==> config.mk <==
export PLATFORM = sky130hd
export DESIGN_NAME = coreControl
export DESIGN_NICKNAME = d
export VERILOG_FILES = /design/src/design/riscvIsaPkg.sv /design/src/design/coreCtrlPkg.sv /design/src/design/coreControl.sv
export SDC_FILE = /design/constraint.sdc
export NUM_CORES = 1
export LEC_CHECK = 0
export BUFFER_PORTS_ARGS = -buffer_cell sky130_fd_sc_hd__buf_2
export CAP_MARGIN = 20
export CELL_PAD_IN_SITES_DETAIL_PLACEMENT = 1
export CELL_PAD_IN_SITES_GLOBAL_PLACEMENT = 1
export CORE_MARGIN = 10
export CORE_UTILIZATION = 26
export DETAILED_ROUTE_END_ITERATION = 6
export GPL_TIMING_DRIVEN = 0
export PLACE_DENSITY = 0.95
export SLEW_MARGIN = 20
export SYNTH_ARGS = -nofsm -noshare
export SYNTH_HDL_FRONTEND = slang
export SYNTH_SLANG_ARGS = --single-unit
==> constraint.sdc <==
create_clock -name vclk -period 2.7
set_input_delay 0 -clock vclk [all_inputs]
set_output_delay 0 -clock vclk [all_outputs]
set_load 0.02 [all_outputs]
==> src/design/riscvIsaPkg.sv <==
package riscvIsaPkg;

    typedef enum logic [6:0] {
        OPC_LUI    = 7'b0110111,
        OPC_JAL    = 7'b1101111,
        OPC_JALR   = 7'b1100111,
        OPC_BRANCH = 7'b1100011,
        OPC_LOAD   = 7'b0000011,
        OPC_STORE  = 7'b0100011,
        OPC_OPIMM  = 7'b0010011,
        OPC_OP     = 7'b0110011
    } opcodeT;

    typedef enum logic [2:0] {
        F3_ADD_SUB = 3'b000,
        F3_SLL     = 3'b001,
        F3_SLT     = 3'b010,
        F3_SLTU    = 3'b011,
        F3_XOR     = 3'b100,
        F3_SRL_SRA = 3'b101,
        F3_OR      = 3'b110,
        F3_AND     = 3'b111
    } funct3T;

    // branch conditions share encodings with the arithmetic group
    localparam funct3T F3_BEQ = F3_ADD_SUB;
    localparam funct3T F3_BNE = F3_SLL;

    typedef enum logic [6:0] {
        F7_BASE = 7'b0000000,
        F7_ALT  = 7'b0100000
    } funct7T;

    typedef enum logic [2:0] {
        IT_R,
        IT_I,
        IT_S,
        IT_SB,
        IT_U,
        IT_UJ,
        IT_UNDEF
    } instrTypeT;

endpackage

==> src/design/coreCtrlPkg.sv <==
package coreCtrlPkg;

    typedef enum logic [3:0] {
        ALU_ADD,
        ALU_SUB,
        ALU_SLL,
        ALU_SLT,
        ALU_SLTU,
        ALU_XOR,
        ALU_SRL,
        ALU_SRA,
        ALU_OR,
        ALU_AND
    } aluOpT;

    typedef enum logic [1:0] {
        PC_PLUS4  = 2'd0,
        PC_TARGET = 2'd1,
        PC_JALR   = 2'd2
    } pcSelT;

    typedef enum logic [1:0] {
        OP1_RS1  = 2'd0,
        OP1_ZERO = 2'd1
    } op1SelT;

    typedef enum logic [2:0] {
        OP2_RS2   = 3'd0,
        OP2_IMM_I = 3'd1,
        OP2_SHAMT = 3'd2,
        OP2_IMM_S = 3'd3,
        OP2_IMM_B = 3'd4,
        OP2_IMM_U = 3'd5,
        OP2_IMM_J = 3'd6
    } op2SelT;

    typedef enum logic {
        WB_ALU = 1'b0,
        WB_MEM = 1'b1
    } wbSelT;

endpackage

==> src/design/coreControl.sv <==
`timescale 1ns/100ps

module coreControl
    import riscvIsaPkg::*;
    import coreCtrlPkg::*;
(
    input  logic [31:0] instruction,
    output pcSelT       pcSel,
    output op1SelT      op1Sel,
    output op2SelT      op2Sel,
    output aluOpT       aluOp,
    output wbSelT       wbSel,
    output logic        linkSel,
    output logic        regWriteEn,
    output logic        memReadEn,
    output logic        memWriteEn,
    output logic        isBeq,
    output logic        isBne
);

    opcodeT    opcode;
    funct3T    funct3;
    funct7T    funct7;
    instrTypeT instrType;
    logic      funct7Ok;

    assign opcode = opcodeT'(instruction[6:0]);
    assign funct3 = funct3T'(instruction[14:12]);
    assign funct7 = funct7T'(instruction[31:25]);

    always_comb begin
        case (opcode)
            OPC_LUI:    instrType = IT_U;
            OPC_JAL:    instrType = IT_UJ;
            OPC_JALR,
            OPC_LOAD,
            OPC_OPIMM:  instrType = IT_I;
            OPC_BRANCH: instrType = IT_SB;
            OPC_STORE:  instrType = IT_S;
            OPC_OP:     instrType = IT_R;
            default:    instrType = IT_UNDEF;
        endcase
    end

    // for addi and friends funct7 is immediate bits, only shifts care
    always_comb begin
        case (funct3)
            F3_ADD_SUB: funct7Ok = (opcode == OPC_OPIMM) || funct7 == F7_BASE || funct7 == F7_ALT;
            F3_SRL_SRA: funct7Ok = funct7 == F7_BASE || funct7 == F7_ALT;
            F3_SLL:     funct7Ok = funct7 == F7_BASE;
            default:    funct7Ok = (opcode == OPC_OPIMM) || funct7 == F7_BASE;
        endcase
    end

    always_comb begin
        aluOp = ALU_ADD;
        if (opcode == OPC_OP || opcode == OPC_OPIMM) begin
            case (funct3)
                F3_ADD_SUB: aluOp = (opcode == OPC_OP && funct7 == F7_ALT) ? ALU_SUB : ALU_ADD;
                F3_SLL:     aluOp = ALU_SLL;
                F3_SLT:     aluOp = ALU_SLT;
                F3_SLTU:    aluOp = ALU_SLTU;
                F3_XOR:     aluOp = ALU_XOR;
                F3_SRL_SRA: aluOp = (funct7 == F7_ALT) ? ALU_SRA : ALU_SRL;
                F3_OR:      aluOp = ALU_OR;
                F3_AND:     aluOp = ALU_AND;
                default:    aluOp = ALU_ADD;
            endcase
            // bad funct7 falls back to a harmless add
            if (!funct7Ok) begin
                aluOp = ALU_ADD;
            end
        end
    end

    always_comb begin
        pcSel      = PC_PLUS4;
        op1Sel     = OP1_RS1;
        op2Sel     = OP2_RS2;
        wbSel      = WB_ALU;
        linkSel    = 1'b0;
        regWriteEn = 1'b0;
        memReadEn  = 1'b0;
        memWriteEn = 1'b0;
        isBeq      = 1'b0;
        isBne      = 1'b0;
        case (instrType)
            IT_R: begin
                regWriteEn = funct7Ok;
            end
            IT_I: begin
                op2Sel     = OP2_IMM_I;
                regWriteEn = 1'b1;
                case (opcode)
                    OPC_LOAD: begin
                        memReadEn = 1'b1;
                        wbSel     = WB_MEM;
                    end
                    OPC_JALR: begin
                        pcSel   = PC_JALR;
                        linkSel = 1'b1;
                    end
                    default: begin
                        if (funct3 == F3_SLL || funct3 == F3_SRL_SRA) begin
                            op2Sel = OP2_SHAMT;
                        end
                        regWriteEn = funct7Ok;
                    end
                endcase
            end
            IT_S: begin
                op2Sel     = OP2_IMM_S;
                memWriteEn = 1'b1;
            end
            IT_SB: begin
                // only beq and bne are taken, other conditions fall through
                op2Sel = OP2_IMM_B;
                isBeq  = funct3 == F3_BEQ;
                isBne  = funct3 == F3_BNE;
                if (funct3 == F3_BEQ || funct3 == F3_BNE) begin
                    pcSel = PC_TARGET;
                end
            end
            IT_U: begin
                op1Sel     = OP1_ZERO;
                op2Sel     = OP2_IMM_U;
                regWriteEn = 1'b1;
            end
            IT_UJ: begin
                op1Sel     = OP1_ZERO;
                op2Sel     = OP2_IMM_J;
                pcSel      = PC_TARGET;
                linkSel    = 1'b1;
                regWriteEn = 1'b1;
            end
            default: begin
                // undefined opcode runs as a nop
                pcSel = PC_PLUS4;
            end
        endcase
    end

    always_comb begin
        assert (!(memReadEn && memWriteEn))
            else $error("coreControl: load and store decoded together");
    end

endmodule

# [Word level (Yosys, flattened, before mapping)]
# Cells that the tools add are included.
[classes] mux=23 n_reduce_logical=13 eq_ne=21
[ops] cell="$pmux W4 S8" n=1
[ops] cell="$eq A7 B6 Y1 const B" n=4
[ops] cell="$eq A7 B7 Y1 const B" n=3
[ops] cell="$eq A3 B3 Y1 const B" n=6
[ops] cell="$pmux W3 S6" n=1
[ops] cell="$pmux W3 S5" n=1
[ops] cell="$eq A3 B2 Y1 const B" n=4
[ops] cell="$mux W1" n=11
[ops] cell="$mux W4" n=2
[ops] cell="$eq A7 B2 Y1 const B" n=1
[ops] cell="$eq A7 B5 Y1 const B" n=1
[ops] cell="$logic_not A7 Y1" n=1
[ops] cell="$eq A3 B1 Y1 const B" n=2
[ops] cell="$logic_not A3 Y1" n=2
[ops] cell="$logic_or A1 B1 Y1" n=6
[ops] cell="$mux W2" n=3
[ops] cell="$pmux W1 S3" n=2
[ops] cell="$pmux W2 S3" n=1
[ops] cell="$reduce_or A2 Y1" n=2
[ops] cell="$reduce_or A3 Y1" n=1
[ops] cell="$pmux W1 S2" n=1
[ops] cell="$logic_and A1 B1 Y1" n=1
[word_totals] input_bits=32 register_bits=0 wordCells=57

# [Logic depth before layout (Yosys ltp)]
# Gate-level depths: netlist (run 1).
[logic_depth] depth_word=6 mapped_depth=5 ltp_nobuf=4

# [Least setup slack after synthesis (run 1)]
# Ideal clock, no wire load.
[synth_timing] path_kind="input-to-output" from="input instruction[26]" to="output aluOp[0]" cell_stages=4 path_slack_ns=1.285 required_ns=2.700 arrival_time_ns=1.415 path_cell_list="or4_4 nor3_4 o2111ai_2 nor4b_2"
[synth_via] elab_chain_len=6 elab_cells_between_ends=12
[synth_rtl] item="start: declaration" line_no="coreControl.sv:7" source="input logic [31:0] instruction,"
[synth_rtl] item="$eq A7 B6 Y1 / $logic_not A7 Y1 (equally long branches)"
[synth_rtl] item="$logic_and A1 B1 Y1 / $logic_or A1 B1 Y1 (equally long branches)" line_no="coreControl.sv:59, coreControl.sv:48, coreControl.sv:51"
[synth_rtl] item="$mux W1 / $logic_or A1 B1 Y1 (equally long branches)" line_no="coreControl.sv:59, coreControl.sv:48"
[synth_rtl] item="$pmux W4 S8 / $pmux W1 S3 (equally long branches)" line_no="coreControl.sv:58, coreControl.sv:47"
[synth_rtl] item="$mux W4 *" line_no="coreControl.sv:70" source="if (!funct7Ok) begin"
[synth_rtl] item="$mux W4 *" line_no="coreControl.sv:57" source="if (opcode == OPC_OP || opcode == OPC_OPIMM) begin"
[synth_rtl] item="end: declaration" line_no="coreControl.sv:11" source="output aluOpT aluOp,"
# Mark *: on every way between the ends. The rest lies on a longest branch, timed or not.

# [Worst setup path after layout (run 1)]
# Same ends and word-level chain as after synthesis.

==> results of run 1 <==
cell families (layout without fill, tap and decap cells):
| kind of cell | after synthesis | count (layout) | share of synthesized area |
|---|---|---|---|
| compound gates | 18 | 18 | 0.248 |
| buf+inv | 8 | 40 | 0.108 |
| simple gates | 50 | 50 | 0.600 |
| xor+xnor | 1 | 1 | 0.0169 |
| mux | 1 | 1 | 0.0193 |
| other cells | 1 | 1 | 0.00722 |
through the flow:
| step | setup WS (ns) | instance area [um^2] |
|---|---|---|
| 5_1_grt | 1.08 | 713 |
| 6_report | 1.16 | 713 |
| 2_1_floorplan | 1.28 | 519 |
| 4_1_cts | 1.15 | 713 |
| 3_3_place_gp | 1.18 | 713 |
| 3_5_place_dp | 1.15 | 713 |
layout make-up:
class,count,area (um^2),area share
Multi-Input combinational cell,71,463,0.649
Timing Repair Buffer,32,160,0.225
Buffer,8,56.3,0.0789
Tap cell,27,33.8,0.0474
tightest hold or removal path: cells and delay by family:
kind / cells / cell delay, ns
buffers and inverters: 2 / 0.28
and+or+nand+nor: 1 / 0.06
power by group through the flow:
stage,registers (uW),logic [uW],clock network [uW]
6_report,0,79.2,0
5_1_grt,0,87.9,0
4_1_cts,0,79.0,0
3_5_place_dp,0,78.9,0
3_3_place_gp,0,74.4,0
2_1_floorplan,0,49.2,0
layer usage:
metal / vias up / track usage
met5: - / 0
met4: 0 / 0
met3: 0 / 0.0155
met2: 16 / 0.176
met1: 321 / 0.122
li1: 358 / -
path summary, 6_finish.rpt:
kind / endpoint / from / slack [ns] / cells past startpoint
max: aluOp[0] / instruction[26] / 1.16 / 6
min: isBeq / instruction[13] / 0.34 / 3
cells in the final DEF, fill, tap and decap left out, types with 2 or more instances in the layout:
cell type,n
nor3_1,5
a21oi_1,6
a41oi_1,2
buf_4,4
buf_2,33
nor2_1,12
nand2b_1,3
clkbuf_1,2
nand2_1,3
o21ai_0,2
nor2b_1,2
nand4_1,2
nor3_4,2
nand3_1,4
or2_2,2
and2b_2,3
or3_1,2
o31ai_1,2
==> summary.md, run 1 <==
| Metric | Value |
|---|---|
| Die W | `approximately 65 um` |
| Delay-heaviest family, CP | `simple AND/OR/NAND/NOR gates` |
| Sw Share | `0.597` |
| Seq/Total Area, Yosys | `0` |
| Clock share of power | `0` |
| Worst vdd rail ir drop | `0.0442 mV` |
| Status | `complete, no violations` |
| RSZ-0062 raised after global routing | `no` |
| Worst EP required | `2.70 ns` |
| Detail Placement HPWL | `about 1.8 mm` |
| Seq. cell area | `0 um^2` |
| Hold crit path type | `in -> out` |
| Yosys cell types | `38` |
| MaxCap Viol Count | `0` |
| Critical Path Max Stage Delay | `0.53 ns` |
| Via density | `5.04` |
| Fin. Hold Viols | `0` |
| Post-DRT Antenna Nets | `0` |
| Tmin final | `1.54 ns` |
| Wl on met1 | `972 um` |
| Setup TNS | `0 ns` |
| Buf+Inv Stages, Crit Path | `2` |
| Pins over their slew limit | `0` |
| Die area | `4180 um^2` |
| Die H | `64.7 um` |
| Final period util | `0.572` |
| First-pass GRT wire length | `approximately 3.5 mm` |
| DRC viols | `0` |
| WL/cell | `15.5 um` |
| Grt ovf | `0` |
| Nets | `~150` |
| Seq_cells | `0` |
| Crit path DAT | `1.54 ns` |
| Comb power frac | `1.000` |
| I/O pins | `50` |
| Max frequency | `648 MHz` |
| RD Place Congestion | `0.802` |
| Num rows | `16` |
| Critical-path top delay cell | `or4_4` |
| Worst path cell trace | `buf_2 > or4_4 > nor3_4 > o2111ai_2 > nor4b_2 > buf_2` |
| Share of cells above drive strength 1 | `0.459` |
| Met2 wire length | `1.08 mm` |
| P per Cell Area | `111 nW/um^2` |
| Initial antenna violation count | `0` |
| Inst Count DP | `138` |
| Initial DRC Count | `11` |
| Crit path max fanout | `4` |
| Most instantiated library cell after synthesis | `nor2_1` |
| # setup viols final | `0` |
| All-Layer GR Usage | `0.0964` |
| Post-synth net total | `111` |
| Post-synth top area cell | `nor2_1` |
| Final core occ | `0.371` |
| Vias in the first global route | `716` |
| Syn avg cell area | `6.57 um^2` |
| Synthesized instance count | `between 70 and 80` |
| Ys Warns | `0` |
| Final Non-Filler Cells | `138` |
| Area grow syn2layout | `37.3%` |
| Cell mode on critical path | `buf_2` |
| Initial Utilization | `0.270` |
| Post-CTS Setup Inserts | `0` |
| Largest cells by area after synthesis | `nor2_1 (8.7%), nor3_4 (6.3%), a21oi_1 (5.8%)` |
| Critical path class | `in -> out` |
| Switch Pwr | `roughly 47 uW` |
| Post-CTS Hold Fix Bufs | `0` |
| DR vias | `695` |
| Routed WL | `2.14 mm` |
| Seq pwr share | `0` |
| Leak Pwr | `0.000323 uW` |
| FILL cells | `279` |
| Count of buffers from port buffering | `32` |
| Synth top area share | `0.0867` |
| CLK BUF | `0` |
| Post-CTS Resized | `0` |
| Top cells by count, synth | `nor2_1 (12), a21oi_1 (6), nor3_1 (5)` |
| Total power | `79.2 uW` |
| Final hold slack | `about 0.34 ns` |
| Core Area | `1920 um^2` |
| Drt pass-1 iters | `3` |
| Detail Route met3 WL | `92 um` |
| Internal power | `about 32 uW` |
| Largest net degree at the start of global routing | `11` |
| CP Capture Type | `output pin` |
| Top layer in use | `met3` |
| Post-synthesis cell area | `just over 500 um^2` |
| Critical Path Source Type | `input pin` |
| Inserted Diodes | `0` |
(Power assumes the default switching activity.)
==> run 2: changes to the inputs <==
Settings changed: CORE_UTILIZATION 26 to 21, PLACE_DENSITY 0.95 to 0.9.
Clock period 2.7 ns to 1.2 ns, I/O delays scaled along.
==> summary.md, run 2 (synthesis results as in run 1) <==
| Metric | Value |
|---|---|
| CP Capture Type | `output pin` |
| Pins over their slew limit | `0` |
| Drt pass-1 iters | `2` |
| Max frequency | `666 MHz` |
| Tmin final | `1.50 ns` |
| Largest net degree at the start of global routing | `11` |
| Critical path class | `in -> out` |
| Die area | `4860 um^2` |
| Share of cells above drive strength 1 | `0.619` |
| Highest-count cells in the layout ignoring fill and taps | `buf_2 (27), nor2_1 (12), buf_4 (11)` |
| Initial Utilization | `0.228` |
| Worst vdd rail ir drop | `0.113 mV` |
| Post-CTS Hold Fix Bufs | `0` |
| Worst Setup SP | `instruction[26]` |
| Inserted Diodes | `0` |
| Area grow syn2layout | `80.2%` |
| Critical Path Max Stage Delay | `0.53 ns` |
| Initial DRC Count | `11` |
| WL/cell | `between 15 and 20 um` |
| P per Cell Area | `250 nW/um^2` |
| Failing checks | `setup timing` |
| Initial antenna violation count | `0` |
| Die H | `69.7 um` |
| Fin. Hold Viols | `0` |
| First-pass GRT wire length | `3.74 mm` |
| Via density | `5.19` |
| Worst EP required | `~1.2 ns` |
| Setup ws final | `-0.302 ns` |
| Crit path max fanout | `4` |
| # setup viols final | `5` |
| Grt ovf | `0` |
| Crit path DAT | `1.50 ns` |
| Final Non-Filler Cells | `around 150` |
| Die W | `69.7 um` |
| Crit path to | `aluOp[0]` |
| Count of buffers from port buffering | `32` |
| Vias in the first global route | `around 770` |
| Hold crit path type | `in -> out` |
| Detail Placement HPWL | `1.81 mm` |
| Core Area | `about 2300 um^2` |
| CLK BUF | `0` |
| DR vias | `758` |
| RSZ-0062 raised after global routing | `yes` |
| Most common cell after layout, fill and taps aside | `buf_2` |
| Total power | `around 230 uW` |
| RD Place Congestion | `0.874` |
| Post-DRT Antenna Nets | `0` |
| Leak Pwr | `about 0.00041 uW` |
| All-Layer GR Usage | `0.0850` |
| Inst Count DP | `139` |
| I/O pins | `50` |
| MaxCap Viol Count | `0` |
| Critical-path top delay cell | `or4_4` |
| Num rows | `17` |
| DRC viols | `0` |
| Seq_cells | `0` |
| Routed WL | `2.43 mm` |
| Status | `finished with violations` |
| Final period util | `1.25` |
| Worst path cell trace | `buf_6 > or4_4 > nor3_4 > o2111ai_2 > nor4b_4 > buf_2` |
| Seq. cell area | `0 um^2` |
| Critical Path Source Type | `input pin` |
| Hold path cells | `3` |
| Nets | `152` |
## run 2: cell types whose count changed in the layout (fill, tap and decap cells not counted), moves of 3 or more
cell    change
buf_4       +7
buf_2       -6
buf_6       +6
nor3_1      -3
## run 2: critical path, delay by kind of cell
family          cells  cell delay [ns]
compound gates      1             0.22
buf+inv             2             0.29
simple gates        3             1.00
## run 2: timing repair
| action | 4_1_cts | 5_1_grt |
|---|---|---|
| gates cloned | 0 | 0 |
| endpoints found under the setup margin | 10 | 12 |
| setup buffers | 3 | 4 |
| resized for setup | 17 | 19 |
| pin swaps | 6 | 5 |
## run 2: per-stage QoR
step | TNS [ns] | cell area [um^2] | utilization | hold WS [ns] | setup WS, ns
5_1_grt | -1.45 | 936 | 0.411 | 0.339 | -0.375
6_report | -1.01 | 936 | 0.411 | 0.319 | -0.302
2_1_floorplan | -0.280 | 546 | - | 0.0510 | -0.0964
4_1_cts | -1.04 | 826 | 0.363 | 0.345 | -0.300
3_5_place_dp | -1.58 | 741 | 0.325 | 0.346 | -0.313
3_3_place_gp | -1.36 | 741 | 0.325 | 0.331 | -0.296
## run 2: power breakdown
part / switching (uW) / internal (uW)
logic: 128 / 106
clock network: 0 / 0
registers: 0 / 0
## run 2: worst min-delay path by stage
stage,to,from
after global placement,isBeq,instruction[13]
after detailed placement,isBeq,instruction[13]
final,isBeq,instruction[13]
after CTS,isBeq,instruction[13]
after global routing,isBeq,instruction[13]
after floorplan,isBeq,instruction[12]
## run 2: metal layers
layer	part of all wire	track usage	vias up
met4	0	0	0
met5	0	0	-
met3	0.057	0.0171	0
met1	0.42	0.110	363
met2	0.52	0.148	21
li1	-	-	374
## run 2: final cells by class
type	instances	area (um^2)
Multi-Input combinational cell	71	568
Timing Repair Buffer	39	244
Fill cell	294	1340
Tap cell	28	35.0
Buffer	8	88.8
==> run 3: changes to the inputs <==
Settings changed: CORE_UTILIZATION 21 to 24, PLACE_DENSITY 0.9 to 0.95.
Clock period 1.2 ns to 1.5 ns, I/O delays scaled along.
==> summary.md, run 3 (synthesis results as in run 1) <==
| Metric | Value |
|---|---|
| Status | `complete, no violations` |
| Post-placement setup slack | `-0.0435 ns` |
| RSZ-0062 raised after global routing | `yes` |
| Pins over their slew limit | `0` |
| Worst Setup SP | `instruction[27]` |
| Initial Utilization | `0.259` |
| Leak Pwr | `between 0.0003 and 0.0004 uW` |
| Post-DRT Antenna Nets | `0` |
| Crit path DAT | `1.49 ns` |
| Via density | `5.42` |
| Crit path max fanout | `4` |
| CLK BUF | `0` |
| Crit. path cell count | `6` |
| Inserted Diodes | `0` |
| Num rows | `16` |
| Grt ovf | `0` |
| RD Place Congestion | `0.798` |
| Highest-count cells in the layout ignoring fill and taps | `buf_2 (28), nor2_1 (11), buf_4 (10)` |
| Multi-input gate area | `478 um^2` |
| Setup ws final | `0.0111 ns` |
| Hold crit path type | `in -> out` |
| Seq. cell area | `0 um^2` |
| Critical-path top delay cell | `or4_4` |
| Share of cells above drive strength 1 | `0.518` |
| Die area | `4420 um^2` |
| Most common cell after layout, fill and taps aside | `buf_2` |
| Critical Path Max Stage Delay | `approximately 0.53 ns` |
| Die H | `66.5 um` |
| Count of buffers from port buffering | `32` |
| CP Capture Type | `output pin` |
| Vias in the first global route | `approximately 780` |
| FILL cells | `280` |
| Setup TNS | `0 ns` |
| Largest net degree at the start of global routing | `11` |
| Worst EP required | `roughly 1.5 ns` |
| WL/cell | `16.7 um` |
| All-Layer GR Usage | `0.0992` |
| Initial DRC Count | `21` |
| Final Non-Filler Cells | `about 140` |
| P per Cell Area | `196 nW/um^2` |
| Crit path to | `aluOp[0]` |
| Delay-heaviest family, CP | `simple AND/OR/NAND/NOR gates` |
| Nets | `roughly 150` |
| Area grow syn2layout | `48.9%` |
| Post-CTS Hold Fix Bufs | `0` |
| Routed WL | `2.36 mm` |
| Drt pass-1 iters | `4` |
| Max frequency | `roughly 670 MHz` |
| Worst path cell trace | `buf_6 > or4_4 > nor3_4 > a41oi_2 > nor4b_2 > buf_4` |
| MaxCap Viol Count | `0` |
| DR vias | `764` |
| First-pass GRT wire length | `approximately 3.7 mm` |
| Detail Placement HPWL | `1.72 mm` |
| Critical path class | `in -> out` |
| Core Area | `2000 um^2` |
| Die W | `around 67 um` |
| Worst vdd rail ir drop | `0.0770 mV` |
| Initial antenna violation count | `0` |
| Critical Path Source Type | `input pin` |
| DRC viols | `0` |
| Final period util | `0.993` |
| Fin. Hold Viols | `0` |
| Seq_cells | `0` |
| Tmin final | `1.49 ns` |
| I/O pins | `50` |
| Inst Count DP | `approximately 140` |
| Buf+Inv Stages, Crit Path | `2` |
| # setup viols final | `0` |
[run 3: cell count changes in the layout (fill, tap and decap cells not counted), moves of 2 or more]
cell	change
nor3_1	+3
buf_6	-4
or3_1	+2
nor3_2	-2
clkbuf_2	+2
or3_4	-2
[run 3: metrics by stage]
| stage | instance area, um^2 | hold slack, ns | utilization | total power (uW) |
|---|---|---|---|---|
| 2_1_floorplan | 519 | 0.0831 | - | 88.6 |
| 3_3_place_gp | 713 | 0.331 | 0.356 | 134 |
| 3_5_place_dp | 713 | 0.343 | 0.356 | 140 |
| 4_1_cts | 763 | 0.341 | 0.381 | 146 |
| 5_1_grt | 773 | 0.366 | 0.386 | 164 |
| 6_report | 773 | 0.341 | 0.386 | 152 |
[run 3: timing repair]
| item | CTS | global route |
|---|---|---|
| pin swaps | 6 | 2 |
| endpoints found under the setup margin | 2 | 8 |
| buffers inserted | 2 | 1 |
| resized for setup | 10 | 4 |
[run 3: final cells by class]
class	instances	share of cell area
Multi-Input combinational cell	71	0.618
Timing Repair Buffer	35	0.262
Tap cell	27	0.0437
Buffer	8	0.0761
[run 3: worst min-delay path by stage]
stage / startpoint / endpoint / cells past startpoint
final: instruction[13] / isBeq / 3
after global routing: instruction[13] / isBeq / 3
after CTS: instruction[13] / isBeq / 3
after detailed placement: instruction[13] / isBeq / 3
after global placement: instruction[13] / isBeq / 3
after floorplan: instruction[12] / isBeq / 1
[run 3: where the power goes]
part / switching, uW / internal (uW)
logic: 90.3 / 61.3
registers: 0 / 0
clock network: 0 / 0
[run 3: tightest hold or removal path, stage by stage]
cell    delay [ns]
buf_4         0.13
nor3_1        0.06
buf_2         0.15
[run 3: per-layer routing]
layer / global-route usage / vias up / routed length (um)
met4: 0 / 0 / 0
met2: 0.206 / 25 / 1300
met1: 0.102 / 375 / 886
met3: 0.0217 / 0 / 170
li1: - / 364 / -
met5: 0 / - / 0
